--- src/common/xpu_pkg.sv ---
// shared constants for the lower-MAC time base; the core clock must run at CLKS_PER_US MHz
package xpu_pkg;

    // core clock cycles in one TSF microsecond
    localparam int CLKS_PER_US = 125;
    localparam int PRESC_W     = $clog2(CLKS_PER_US); // prescaler width

    // register write port
    localparam int REG_ADDR_W = 5;
    localparam int REG_DATA_W = 32;

    // 802.11 TSF timer width
    localparam int TSF_W = 64;
    typedef logic [TSF_W-1:0] tsf_t;

    localparam int SLICE_W = 20; // slice counts in microseconds
    typedef logic [SLICE_W-1:0] slice_cnt_t;

    localparam int DELAY_W = 14; // rf tail in clock cycles

    // register map
    localparam logic [REG_ADDR_W-1:0] ADDR_SOFT_RST     = 5'd0;
    localparam logic [REG_ADDR_W-1:0] ADDR_OVERRIDE     = 5'd1;
    localparam logic [REG_ADDR_W-1:0] ADDR_TSF_LO       = 5'd2;
    localparam logic [REG_ADDR_W-1:0] ADDR_TSF_HI       = 5'd3;  // msb rising edge loads
    localparam logic [REG_ADDR_W-1:0] ADDR_RF_DELAY     = 5'd10;
    localparam logic [REG_ADDR_W-1:0] ADDR_SLICE0_TOTAL = 5'd20;
    localparam logic [REG_ADDR_W-1:0] ADDR_SLICE0_START = 5'd21;
    localparam logic [REG_ADDR_W-1:0] ADDR_SLICE0_END   = 5'd22;
    localparam logic [REG_ADDR_W-1:0] ADDR_SLICE1_TOTAL = 5'd23;
    localparam logic [REG_ADDR_W-1:0] ADDR_SLICE1_START = 5'd24;
    localparam logic [REG_ADDR_W-1:0] ADDR_SLICE1_END   = 5'd25;

    // bit positions inside the words
    localparam int TSF_LOAD_BIT = 31;
    localparam int OVR_MUTE_EN  = 0;
    localparam int OVR_MUTE_VAL = 31;
    localparam int OVR_HTA0_EN  = 4;
    localparam int OVR_HTA0_VAL = 1;
    localparam int OVR_HTA1_EN  = 12;
    localparam int OVR_HTA1_VAL = 8;
    localparam int RST_TXDET    = 0;  // soft clear of tx detection
    localparam int RST_SLICE    = 7;  // soft clear of both slices

endpackage
--- src/xpu_top.sv ---
// time base and tx activity part of the lower MAC with a plain write port and no readback
`timescale 1ns/1ns

module xpu_top import xpu_pkg::*; (
    input  logic                  clk_i,
    input  logic                  rst_n_i,
    input  logic                  reg_wr_en_i,
    input  logic [REG_ADDR_W-1:0] reg_addr_i,
    input  logic [REG_DATA_W-1:0] reg_wdata_i,
    input  logic                  phy_tx_started_i,
    input  logic                  phy_tx_done_i,
    input  logic                  tx_iq_fifo_empty_i,
    output tsf_t                  tsf_runtime_val_o,
    output logic                  tsf_pulse_1m_o,
    output logic                  tx_bb_is_ongoing_o,
    output logic                  tx_rf_is_ongoing_o,
    output logic                  mute_adc_o,
    output logic                  high_tx_allowed0_o,
    output logic                  high_tx_allowed1_o
);

    logic               tsf_load, tsf_loaded;
    tsf_t               tsf_load_val;
    slice_cnt_t         slice0_total, slice0_start, slice0_end;
    slice_cnt_t         slice1_total, slice1_start, slice1_end;
    logic [DELAY_W-1:0] rf_delay;
    logic               txdet_clr, slice_clr;
    logic               slice_en0, slice_en1;

    xpu_ctrl_regs regs_i (
        .clk_i, .rst_n_i, .reg_wr_en_i, .reg_addr_i, .reg_wdata_i,
        .slice_en0_i       (slice_en0),
        .slice_en1_i       (slice_en1),
        .tx_rf_is_ongoing_i(tx_rf_is_ongoing_o),
        .tsf_load_o        (tsf_load),
        .tsf_load_val_o    (tsf_load_val),
        .slice0_total_o    (slice0_total),
        .slice0_start_o    (slice0_start),
        .slice0_end_o      (slice0_end),
        .slice1_total_o    (slice1_total),
        .slice1_start_o    (slice1_start),
        .slice1_end_o      (slice1_end),
        .rf_delay_o        (rf_delay),
        .txdet_clr_o       (txdet_clr),
        .slice_clr_o       (slice_clr),
        .mute_adc_o, .high_tx_allowed0_o, .high_tx_allowed1_o
    );

    tsf_timer tsf_timer_i (
        .clk_i, .rst_n_i,
        .tsf_load_i    (tsf_load),
        .tsf_load_val_i(tsf_load_val),
        .tsf_runtime_val_o, .tsf_pulse_1m_o,
        .tsf_loaded_o  (tsf_loaded)
    );

    // slice 0 and slice 1 share the us pulse and the soft clear
    time_slice slice0_i (
        .clk_i, .rst_n_i,
        .clr_i(slice_clr), .tsf_pulse_1m_i(tsf_pulse_1m_o), .tsf_loaded_i(tsf_loaded),
        .count_total_i(slice0_total), .count_start_i(slice0_start), .count_end_i(slice0_end),
        .slice_en_o(slice_en0)
    );

    time_slice slice1_i (
        .clk_i, .rst_n_i,
        .clr_i(slice_clr), .tsf_pulse_1m_i(tsf_pulse_1m_o), .tsf_loaded_i(tsf_loaded),
        .count_total_i(slice1_total), .count_start_i(slice1_start), .count_end_i(slice1_end),
        .slice_en_o(slice_en1)
    );

    tx_on_detection tx_on_detection_i (
        .clk_i, .rst_n_i,
        .clr_i(txdet_clr),
        .phy_tx_started_i, .phy_tx_done_i, .tx_iq_fifo_empty_i,
        .rf_delay_i(rf_delay),
        .tx_bb_is_ongoing_o, .tx_rf_is_ongoing_o
    );

endmodule

--- src/tx_on_detection.sv ---
// tracks one transmit at a time; soft clear acts on the edge after it is written
`timescale 1ns/1ns

module tx_on_detection import xpu_pkg::*; (
    input  logic               clk_i,
    input  logic               rst_n_i,
    input  logic               clr_i,              // soft clear, back to idle
    input  logic               phy_tx_started_i,   // pulse
    input  logic               phy_tx_done_i,      // pulse
    input  logic               tx_iq_fifo_empty_i, // level
    input  logic [DELAY_W-1:0] rf_delay_i,         // rf tail in cycles
    output logic               tx_bb_is_ongoing_o,
    output logic               tx_rf_is_ongoing_o
);

    typedef enum logic [1:0] {
        ST_IDLE,
        ST_BB,       // phy sending
        ST_DRAIN,    // done seen, iq fifo still has samples
        ST_RF_TAIL   // bb over, rf chain still busy
    } state_t;

    state_t             state_q, state_d;
    state_t             bb_exit;
    logic [DELAY_W-1:0] tail_cnt_q;

    // zero delay skips the tail
    assign bb_exit = (rf_delay_i == '0) ? ST_IDLE : ST_RF_TAIL;

    always_comb begin
        state_d = state_q;
        case (state_q)
            ST_IDLE: begin
                if (phy_tx_started_i) state_d = ST_BB;
            end
            ST_BB: begin
                if (phy_tx_done_i) state_d = tx_iq_fifo_empty_i ? bb_exit : ST_DRAIN;
            end
            ST_DRAIN: begin
                if (tx_iq_fifo_empty_i) state_d = bb_exit;
            end
            ST_RF_TAIL: begin
                if (phy_tx_started_i) begin
                    state_d = ST_BB; // back-to-back tx
                end else if (tail_cnt_q <= DELAY_W'(1)) begin
                    state_d = ST_IDLE;
                end
            end
            default: state_d = ST_IDLE;
        endcase
        if (clr_i) state_d = ST_IDLE;
    end

    always_ff @(posedge clk_i or negedge rst_n_i) begin
        if (!rst_n_i) begin
            state_q    <= ST_IDLE;
            tail_cnt_q <= '0;
        end else begin
            state_q <= state_d;
            if (clr_i) begin
                tail_cnt_q <= '0;
            end else if (state_d == ST_RF_TAIL && state_q != ST_RF_TAIL) begin
                tail_cnt_q <= rf_delay_i;                 // tail starts
            end else if (state_q == ST_RF_TAIL && tail_cnt_q != '0) begin
                tail_cnt_q <= tail_cnt_q - DELAY_W'(1);   // one cycle of tail gone
            end
        end
    end

    assign tx_bb_is_ongoing_o = (state_q == ST_BB) || (state_q == ST_DRAIN);
    assign tx_rf_is_ongoing_o = (state_q != ST_IDLE); // bb plus tail

endmodule

--- src/tsf/time_slice.sv ---
// one repeating slice window in TSF microseconds; total of zero keeps the window closed
`timescale 1ns/1ns

module time_slice import xpu_pkg::*; (
    input  logic       clk_i,
    input  logic       rst_n_i,
    input  logic       clr_i,          // soft clear level
    input  logic       tsf_pulse_1m_i,
    input  logic       tsf_loaded_i,   // realign period to a new TSF
    input  slice_cnt_t count_total_i,  // period length
    input  slice_cnt_t count_start_i,  // first open us
    input  slice_cnt_t count_end_i,    // first closed us
    output logic       slice_en_o
);

    slice_cnt_t count_q;
    slice_cnt_t count_inc;
    logic       count_last;

    assign count_inc  = count_q + SLICE_W'(1);
    // ">=" also catches a total shrunk below the running count
    assign count_last = (count_inc >= count_total_i);

    always_ff @(posedge clk_i or negedge rst_n_i) begin
        if (!rst_n_i) begin
            count_q <= '0;
        end else if (clr_i || tsf_loaded_i) begin
            count_q <= '0;
        end else if (tsf_pulse_1m_i) begin
            count_q <= count_last ? '0 : count_inc; // wrap at total-1
        end
    end

    // window [start, end) within the period
    assign slice_en_o = (count_total_i != '0)
                     && (count_q >= count_start_i)
                     && (count_q < count_end_i);

endmodule

--- src/tsf/tsf_timer.sv ---
// microsecond TSF counter that assumes clk_i runs at exactly CLKS_PER_US MHz and never wraps in practice
`timescale 1ns/1ns

module tsf_timer import xpu_pkg::*; (
    input  logic clk_i,
    input  logic rst_n_i,
    input  logic tsf_load_i,      // one-cycle load strobe
    input  tsf_t tsf_load_val_i,
    output tsf_t tsf_runtime_val_o,
    output logic tsf_pulse_1m_o,  // high with each new value
    output logic tsf_loaded_o     // high with a freshly loaded value
);

    logic [PRESC_W-1:0] presc_q;
    logic               presc_wrap;

    assign presc_wrap = (presc_q == PRESC_W'(CLKS_PER_US - 1));

    always_ff @(posedge clk_i or negedge rst_n_i) begin
        if (!rst_n_i) begin
            presc_q           <= '0;
            tsf_runtime_val_o <= '0;
            tsf_pulse_1m_o    <= 1'b0;
            tsf_loaded_o      <= 1'b0;
        end else begin
            tsf_loaded_o <= tsf_load_i;
            if (tsf_load_i) begin
                // load wins over a pending step, us phase restarts
                presc_q           <= '0;
                tsf_runtime_val_o <= tsf_load_val_i;
                tsf_pulse_1m_o    <= 1'b0;
            end else if (presc_wrap) begin
                presc_q           <= '0;
                tsf_runtime_val_o <= tsf_runtime_val_o + TSF_W'(1); // one us elapsed
                tsf_pulse_1m_o    <= 1'b1;
            end else begin
                presc_q        <= presc_q + PRESC_W'(1);
                tsf_pulse_1m_o <= 1'b0;
            end
        end
    end

endmodule

--- src/xpu_ctrl_regs.sv ---
// write-only register bank without readback; writes to unmapped addresses are dropped
`timescale 1ns/1ns

module xpu_ctrl_regs import xpu_pkg::*; (
    input  logic                  clk_i,
    input  logic                  rst_n_i,
    input  logic                  reg_wr_en_i,
    input  logic [REG_ADDR_W-1:0] reg_addr_i,
    input  logic [REG_DATA_W-1:0] reg_wdata_i,
    input  logic                  slice_en0_i,
    input  logic                  slice_en1_i,
    input  logic                  tx_rf_is_ongoing_i,
    output logic                  tsf_load_o,
    output tsf_t                  tsf_load_val_o,
    output slice_cnt_t            slice0_total_o,
    output slice_cnt_t            slice0_start_o,
    output slice_cnt_t            slice0_end_o,
    output slice_cnt_t            slice1_total_o,
    output slice_cnt_t            slice1_start_o,
    output slice_cnt_t            slice1_end_o,
    output logic [DELAY_W-1:0]    rf_delay_o,
    output logic                  txdet_clr_o,
    output logic                  slice_clr_o,
    output logic                  mute_adc_o,
    output logic                  high_tx_allowed0_o,
    output logic                  high_tx_allowed1_o
);

    logic [REG_DATA_W-1:0] tsf_lo_q, tsf_hi_q;
    logic mute_en_q, mute_val_q, hta0_en_q, hta0_val_q, hta1_en_q, hta1_val_q;
    logic hi_wr;

    assign hi_wr = reg_wr_en_i && (reg_addr_i == ADDR_TSF_HI);

    always_ff @(posedge clk_i or negedge rst_n_i) begin
        if (!rst_n_i) begin
            tsf_lo_q <= '0;
            tsf_hi_q <= '0;
            {mute_en_q, mute_val_q, hta0_en_q, hta0_val_q, hta1_en_q, hta1_val_q} <= '0;
            {txdet_clr_o, slice_clr_o} <= '0;
            rf_delay_o <= '0;
            {slice0_total_o, slice0_start_o, slice0_end_o} <= '0;
            {slice1_total_o, slice1_start_o, slice1_end_o} <= '0;
            tsf_load_o <= 1'b0;
        end else begin
            // load only on a 0 -> 1 change of the msb
            tsf_load_o <= hi_wr && reg_wdata_i[TSF_LOAD_BIT] && !tsf_hi_q[TSF_LOAD_BIT];
            if (reg_wr_en_i) begin
                case (reg_addr_i)
                    ADDR_SOFT_RST: begin
                        txdet_clr_o <= reg_wdata_i[RST_TXDET];
                        slice_clr_o <= reg_wdata_i[RST_SLICE];
                    end
                    ADDR_OVERRIDE: begin
                        mute_en_q  <= reg_wdata_i[OVR_MUTE_EN];
                        mute_val_q <= reg_wdata_i[OVR_MUTE_VAL];
                        hta0_en_q  <= reg_wdata_i[OVR_HTA0_EN];
                        hta0_val_q <= reg_wdata_i[OVR_HTA0_VAL];
                        hta1_en_q  <= reg_wdata_i[OVR_HTA1_EN];
                        hta1_val_q <= reg_wdata_i[OVR_HTA1_VAL];
                    end
                    ADDR_TSF_LO:       tsf_lo_q       <= reg_wdata_i;
                    ADDR_TSF_HI:       tsf_hi_q       <= reg_wdata_i;
                    ADDR_RF_DELAY:     rf_delay_o     <= reg_wdata_i[DELAY_W-1:0];
                    ADDR_SLICE0_TOTAL: slice0_total_o <= reg_wdata_i[SLICE_W-1:0];
                    ADDR_SLICE0_START: slice0_start_o <= reg_wdata_i[SLICE_W-1:0];
                    ADDR_SLICE0_END:   slice0_end_o   <= reg_wdata_i[SLICE_W-1:0];
                    ADDR_SLICE1_TOTAL: slice1_total_o <= reg_wdata_i[SLICE_W-1:0];
                    ADDR_SLICE1_START: slice1_start_o <= reg_wdata_i[SLICE_W-1:0];
                    ADDR_SLICE1_END:   slice1_end_o   <= reg_wdata_i[SLICE_W-1:0];
                    default: ; // unmapped
                endcase
            end
        end
    end

    // msb of the high word is the load trigger, never part of the value
    assign tsf_load_val_o = {1'b0, tsf_hi_q[REG_DATA_W-2:0], tsf_lo_q};

    // software overrides
    assign mute_adc_o         = mute_en_q ? mute_val_q : tx_rf_is_ongoing_i; // self rx mute
    assign high_tx_allowed0_o = hta0_en_q ? hta0_val_q : slice_en0_i;
    assign high_tx_allowed1_o = hta1_en_q ? hta1_val_q : slice_en1_i;

endmodule

--- config.mk ---
export PLATFORM = sky130hd
export DESIGN_NAME = xpu_top
export DESIGN_NICKNAME = d
export VERILOG_FILES = /design/src/common/xpu_pkg.sv /design/src/xpu_top.sv /design/src/tx_on_detection.sv /design/src/tsf/time_slice.sv /design/src/tsf/tsf_timer.sv /design/src/xpu_ctrl_regs.sv
export SDC_FILE = /design/constraint.sdc
export NUM_CORES = 1
export LEC_CHECK = 0
export ABC_AREA = 1
export ABC_CLOCK_PERIOD_IN_PS = 3200
export BUFFER_PORTS_ARGS = -buffer_cell sky130_fd_sc_hd__buf_2
export CORE_AREA = 10 10 197 199
export DETAILED_ROUTE_END_ITERATION = 7
export DIE_AREA = 0 0 207 209
export PLACE_DENSITY = 0.81
export SLEW_MARGIN = 40
export SYNTH_ARGS = -nofsm -noshare
export SYNTH_HDL_FRONTEND = slang
export SYNTH_HIERARCHICAL = 1
export SYNTH_SLANG_ARGS = --single-unit
export TNS_END_PERCENT = 10
--- constraint.sdc ---
create_clock -name clk_i -period 3.2 [get_ports clk_i]
set_clock_uncertainty 0.15 [all_clocks]
set_input_delay 0.32 -clock clk_i [delete_from_list [all_inputs] [get_ports clk_i]]
set_output_delay 0.32 -clock clk_i [all_outputs]
set_load 0.02 [all_outputs]
Word-level counts from Yosys, hierarchy flattened
Index checks and enable logic that the tools add are counted.

word-level totals
  bits in registers = 336
  output and inout port bits = 70
  logic and storage cells = 114
  input port bits = 43

cells by class
  add/subtract/negate cells = 5
  eq/ne operators = 16
  multiplexer cells = 27
  reductions and logical operators = 33
  order comparisons = 7

operators by type and width
  cell                     count
  $mux W64                 2
  $mux W20                 6
  $ge A20 B20 Y1           4
  $add A64 B1 Y64 const B  1
  $mux W14                 3
  $add A20 B1 Y20 const B  2
  $lt A20 B20 Y1           2
  $reduce_bool A20 Y1      2
  $eq A5 B5 Y1 const B     6
  $reduce_and A2 Y1        11
  $mux W2                  8
  $le A14 B1 Y1 const B    1
  $logic_not A14 Y1        1
  $mux W7                  2
  $reduce_bool A14 Y1      1
  $sub A14 B1 Y14 const B  1
  $eq A5 B2 Y1 const B     2
  $logic_and A1 B1 Y1      9
  $pmux W2 S4              1
  $add A7 B1 Y7 const B    1
  $eq A7 B7 Y1 const B     1
  $eq A2 B2 Y1 const B     3
  $reduce_bool A2 Y1       3
  $eq A5 B1 Y1 const B     1
  other kinds (9)          14

Depth between registers and ports, before layout
  word-level depth = 10
  depth in mapped cells = 18
  mapped depth without buffers = 18

Hierarchy
Netlist, hierarchy kept.

by module, submodules not included
  module                  times used  area each (µm²)  cells each  sequential area each (µm²)
  xpu_ctrl_regs           1           8563.2           977         5180.0
  tsf_timer               1           5373.9           867         1826.8
  time_slice at slice0_i  1           3223.1           513         500.5
  time_slice at slice1_i  1           2979.1           464         500.5
  tx_on_detection         1           1455.1           215         400.4

Worst setup path before layout
Ideal clock, no wire load.

  path kind = register to register
  start point = reg slice0_i.count_q[0]
  end point = reg slice0_i.count_q[10]
  setup time = 124 ps
  arrival time = 2288 ps
  setup slack = 639 ps
  required time = 2926 ps
  clock period less this slack = 2561 ps
  path buffers = 1
  cell stages (with the launch flop) = 18
  path through = dfrtp_1 -> ha_1 -> nand2_1 -> nor2_1 -> inv_1 -> nor2_1 -> nand3_1 -> nand2_1 -> inv_1 -> ha_1 -> nand2_1 -> nor2_1 -> nand2_1 -> nor2_1 -> nand2_1 -> nand4_4 -> buf_6 -> o21bai_1

between the ends
  longest elaborated chain between the ends = 5

RTL lines
  what                    RTL line          text
  from (decl)             time_slice.sv:16  slice_cnt_t count_q;
  from (signal assigned)  time_slice.sv:30  count_q <= count_last ? '0 : count_inc;
  $add A20 B1 Y20 (*)     time_slice.sv:20  assign count_inc = count_q + SLICE_W'(1);
  $ge A20 B20 Y1          time_slice.sv:22  assign count_last = (count_inc >= count_total_i);
  $mux W20 (*)            time_slice.sv:30
  $mux W20 (*)            time_slice.sv:29  end else if (tsf_pulse_1m_i) begin
  $mux W20 (*)            time_slice.sv:27  end else if (clr_i || tsf_loaded_i) begin

Mark *: on every way between the ends. The rest lies on a longest branch, timed or not. The select of a mux whose other input is x is not followed.
A chain may end at the register's enable or synchronous reset.

Final worst setup path
  start point = reg slice1_i.count_q[6]
  end point = out high_tx_allowed1_o

between the ends
  longest elaborated chain between the ends = 4
  elaborated cells on any way between the ends = 5
  classes of those cells = 2 x order compare; 1 x mux; 2 x reduce/logical

RTL lines
  what                     RTL line             text
  from (decl)              time_slice.sv:16
  from (signal assigned)   time_slice.sv:30
  $ge A20 B20 Y1           time_slice.sv:36     && (count_q >= count_start_i)
  $logic_and A1 B1 Y1      time_slice.sv:36
  $logic_and A1 B1 Y1 (*)  time_slice.sv:37     && (count_q < count_end_i);
  net slice_en1            xpu_top.sv:28        logic slice_en0, slice_en1;
  $mux W1 (*)              xpu_ctrl_regs.sv:83  assign high_tx_allowed1_o = hta1_en_q ? hta1_val_q : slice_en1_i;
  to (decl)                xpu_top.sv:19        output logic high_tx_allowed1_o

Mark *: on every way through the listed nets, which the timed path passes. The rest lies on a longest branch.

==> metrics <==
Die ar.=approximately 43000 µm²; drt total wl=64.70 mm; CP Capture Type=output port; Vias/cell=~5.7; sequential power share=40.7%; RSZ-0062 raised after global routing=yes; CP required=2730 ps; Die Wd=207 µm; Clock power frac=around a third; Distinct cells, synth=about 50; critical setup path kind=flip-flop to output port; core area=35050 µm²; Worst setup SP type=flip-flop; post-route insts no fill=between 3000 and 4000; Fin Setup TNS=0 ps; Tcrit/Tclk final=a little over nine tenths; Detailed Place HPWL=45.75 mm; Inst Count DP=roughly 3500; routed via count=20350; area occupied by registers=8412 µm²; cell accounting for the most synthesized area=dfrtp_1; grt total ovfl=0; first-pass GRT wire length=between 100 and 150 mm; Worst EP arrival=about 2700 ps; area grow syn2layout=10.35%; worst setup slack after placement=98.88 ps; commonest non-fill, non-tap cells in the layout=nand2_1, nand3_1, dfrtp_1; Seq/Total Area, Yosys=38.94%; endpoints failing hold=0; GPL Wtd Cong=0.9536; fraction of layout cells with a size suffix above 1=10.58%; Reg clk slew, reported paths=60 ps; H-tree Lvls=2; Sw Ratio=between 30 and 40%; status=finished, final reports clean; number of global-route vias before repair=19760; Max Cap Violations=0; most common cell after layout, fill and taps aside=nand2_1; CTS max path bufs=3; slew margin rel.=a little under half; largest net degree at the start of global routing=86; post-layout min period=3166 ps; number of synthesized flops with an enable pin=0; initial core utilization=between 60% and 70%; port bufs=around 110; initial antenna violation count=0; CTS root buf=clkbuf_16; fin util=67.98%; ys flop type=dfrtp_1; Final setup viols=0; GRT Overall Usage=between 20% and 30%; largest cells by area after synthesis=dfrtp_1, nand2_1, nand3_1; warnings from Yosys=6; area of the multi-input gates=11330 µm²; Post-Synthesis Cells=around 3000; TritonCTS Buffers=38; Yosys top cell area share=38.94%; Final Max Slew Viols=0; peak supply drop=around 0.46 mV; Mapped Area=~22000 µm²; Mapped Avg Cell Area=7.113 µm²; final net count=3263; Leakage=12.56 nW; # diodes=0; clk_lat worst skew=550 ps; Async S/R FF share, synth=100.0%; Std-Cell Rows=69; syn_nets=3210; Residual DRC=0; drt initial violations=1899; Worst-Margin Slew=820.7 ps; die height=between 200 and 250 µm; Fillers=2968; DRT Pass-1 Iters=6; Routed WL per cell=18.07 µm; P_sw=4.622 mW; Comb pwr share=between 20% and 30%; boundary pin count=113; Synth Register Bits=336; Hold Crit Class=input pin to flip-flop; CTS tree=built; final setup margin=33.84 ps; Max Freq=315.8 MHz; Num Clock Sinks=336; final antenna-violating net count=0; crit-path max FO=6; PD cells=564.7 nW/µm²; Int Pwr=8.834 mW
## critical path, stage by stage, from the launching register on
cell     delay (ps)
dfrtp_1         500
ha_1            330
nand2_1          80
nor2_2          210
nand4_1         150
nor3_1          210
nor2_1           90
nor2_2          190
mux2_2          220
buf_2           170
## cell type report
cell class | instances | share of cell area, %
Clock inverter | 16 | 0.9451
Tap cell | 461 | 2.421
Inverter | 295 | 4.647
Timing Repair Buffer | 162 | 4.447
Clock buffer | 54 | 4.710
Multi-Input combinational cell | 2256 | 47.53
Sequential cell | 336 | 35.30
## registers in the layout, summed over array words and instances (netlist names), 2 cells and up
| register | count |
|---|---|
| regs_i/rf_delay_o | 14 |
| regs_i/slice0_end_o | 20 |
| regs_i/slice0_start_o | 20 |
| regs_i/slice0_total_o | 20 |
| regs_i/slice1_end_o | 20 |
| regs_i/slice1_start_o | 20 |
| regs_i/slice1_total_o | 20 |
| regs_i/tsf_hi_q | 32 |
| regs_i/tsf_lo_q | 32 |
| slice0_i/count_q | 20 |
| slice1_i/count_q | 20 |
| tsf_timer_i/presc_q | 7 |
| tsf_timer_i/tsf_runtime_val_o | 64 |
| tx_on_detection_i/state_q | 2 |
| tx_on_detection_i/tail_cnt_q | 14 |
## final timing paths
kind / start / endpoint / slack [ps] / cells past startpoint
worst max-delay path: slice1_i/count_q[6] / high_tx_allowed1_o / 30 / 9
worst min-delay path: reg_wdata_i[19] / regs_i/tsf_lo_q[19] / 30 / 3
worst max register to register: slice0_i/count_q[1] / slice0_i/count_q[12] / 270 / 17
worst min register to register: regs_i/tsf_hi_q[31] / regs_i/tsf_load_o / 280 / 1
max in group asynchronous: rst_n_i / tsf_timer_i/tsf_runtime_val_o[62] / 1870 / 3
min in group asynchronous: rst_n_i / tx_on_detection_i/state_q[0] / 160 / 2
## routing by layer
layer  up-vias  global-route usage (%)  wire (µm)
met3       150                   4.444       5047
li1       9638                       -          -
met1      9630                   37.58      26930
met2       928                   47.92      30280
met4         0                   11.80       2449
met5         -                       0          0
## power by group through the flow
stage	registers (mW)	logic (mW)	clock network, mW
finish	5.48	3.30	4.68
floorplan	5.44	2.46	0
CTS	5.46	3.27	4.73
global placement	5.49	3.09	0
detailed placement	5.52	3.22	0
global route	5.56	3.74	4.91
## Yosys cell counts (all sizes together) (2+ instances only)
cell	number
buf	94
xor2	31
clkbuf	55
mux2	3
nand4	31
xnor2	10
dfrtp	336
a31oi	2
o221ai	6
inv	292
o211ai	23
nor3	17
o21a	2
nand3	341
o21bai	26
o21ai	44
ha	131
and2	4
a21oi	50
or2	2
a21o	5
nor2	362
nand2	1151
clkinv	3
nand3b	9
## metrics by stage
step                area [µm²]  power, mW  hold WS (ps)
finish                   23830      13.46         25.82
global placement         22290      8.581         153.9
CTS                      23790      13.45         2.674
global route             23830      14.21         29.77
detailed placement       22290      8.738         155.9
floorplan                21590      7.901        -125.6
## what timing repair did
item | 4_1_cts | 5_1_grt
hold endpoints to repair | 80 | 0
pin swaps | 0 | 1
resized for setup | 3 | 6
hold buffers | 14 | 0
buffers inserted | 0 | 1
endpoints found under the setup margin | 2 | 20
## cells by family after synthesis
logic type	count (synthesis)	synth area share, %
adder cells (fa/ha/maj)	131	7.590
other	1	0.01737
multiplexers	3	0.1564
AND/OR/NAND/NOR	1918	37.97
buffers and inverters	444	8.865
flip-flops	336	38.94
AO/OA/AOI/OAI	162	4.624
XOR/XNOR	41	1.837
Note: power is estimated with default switching activity, not from simulation.
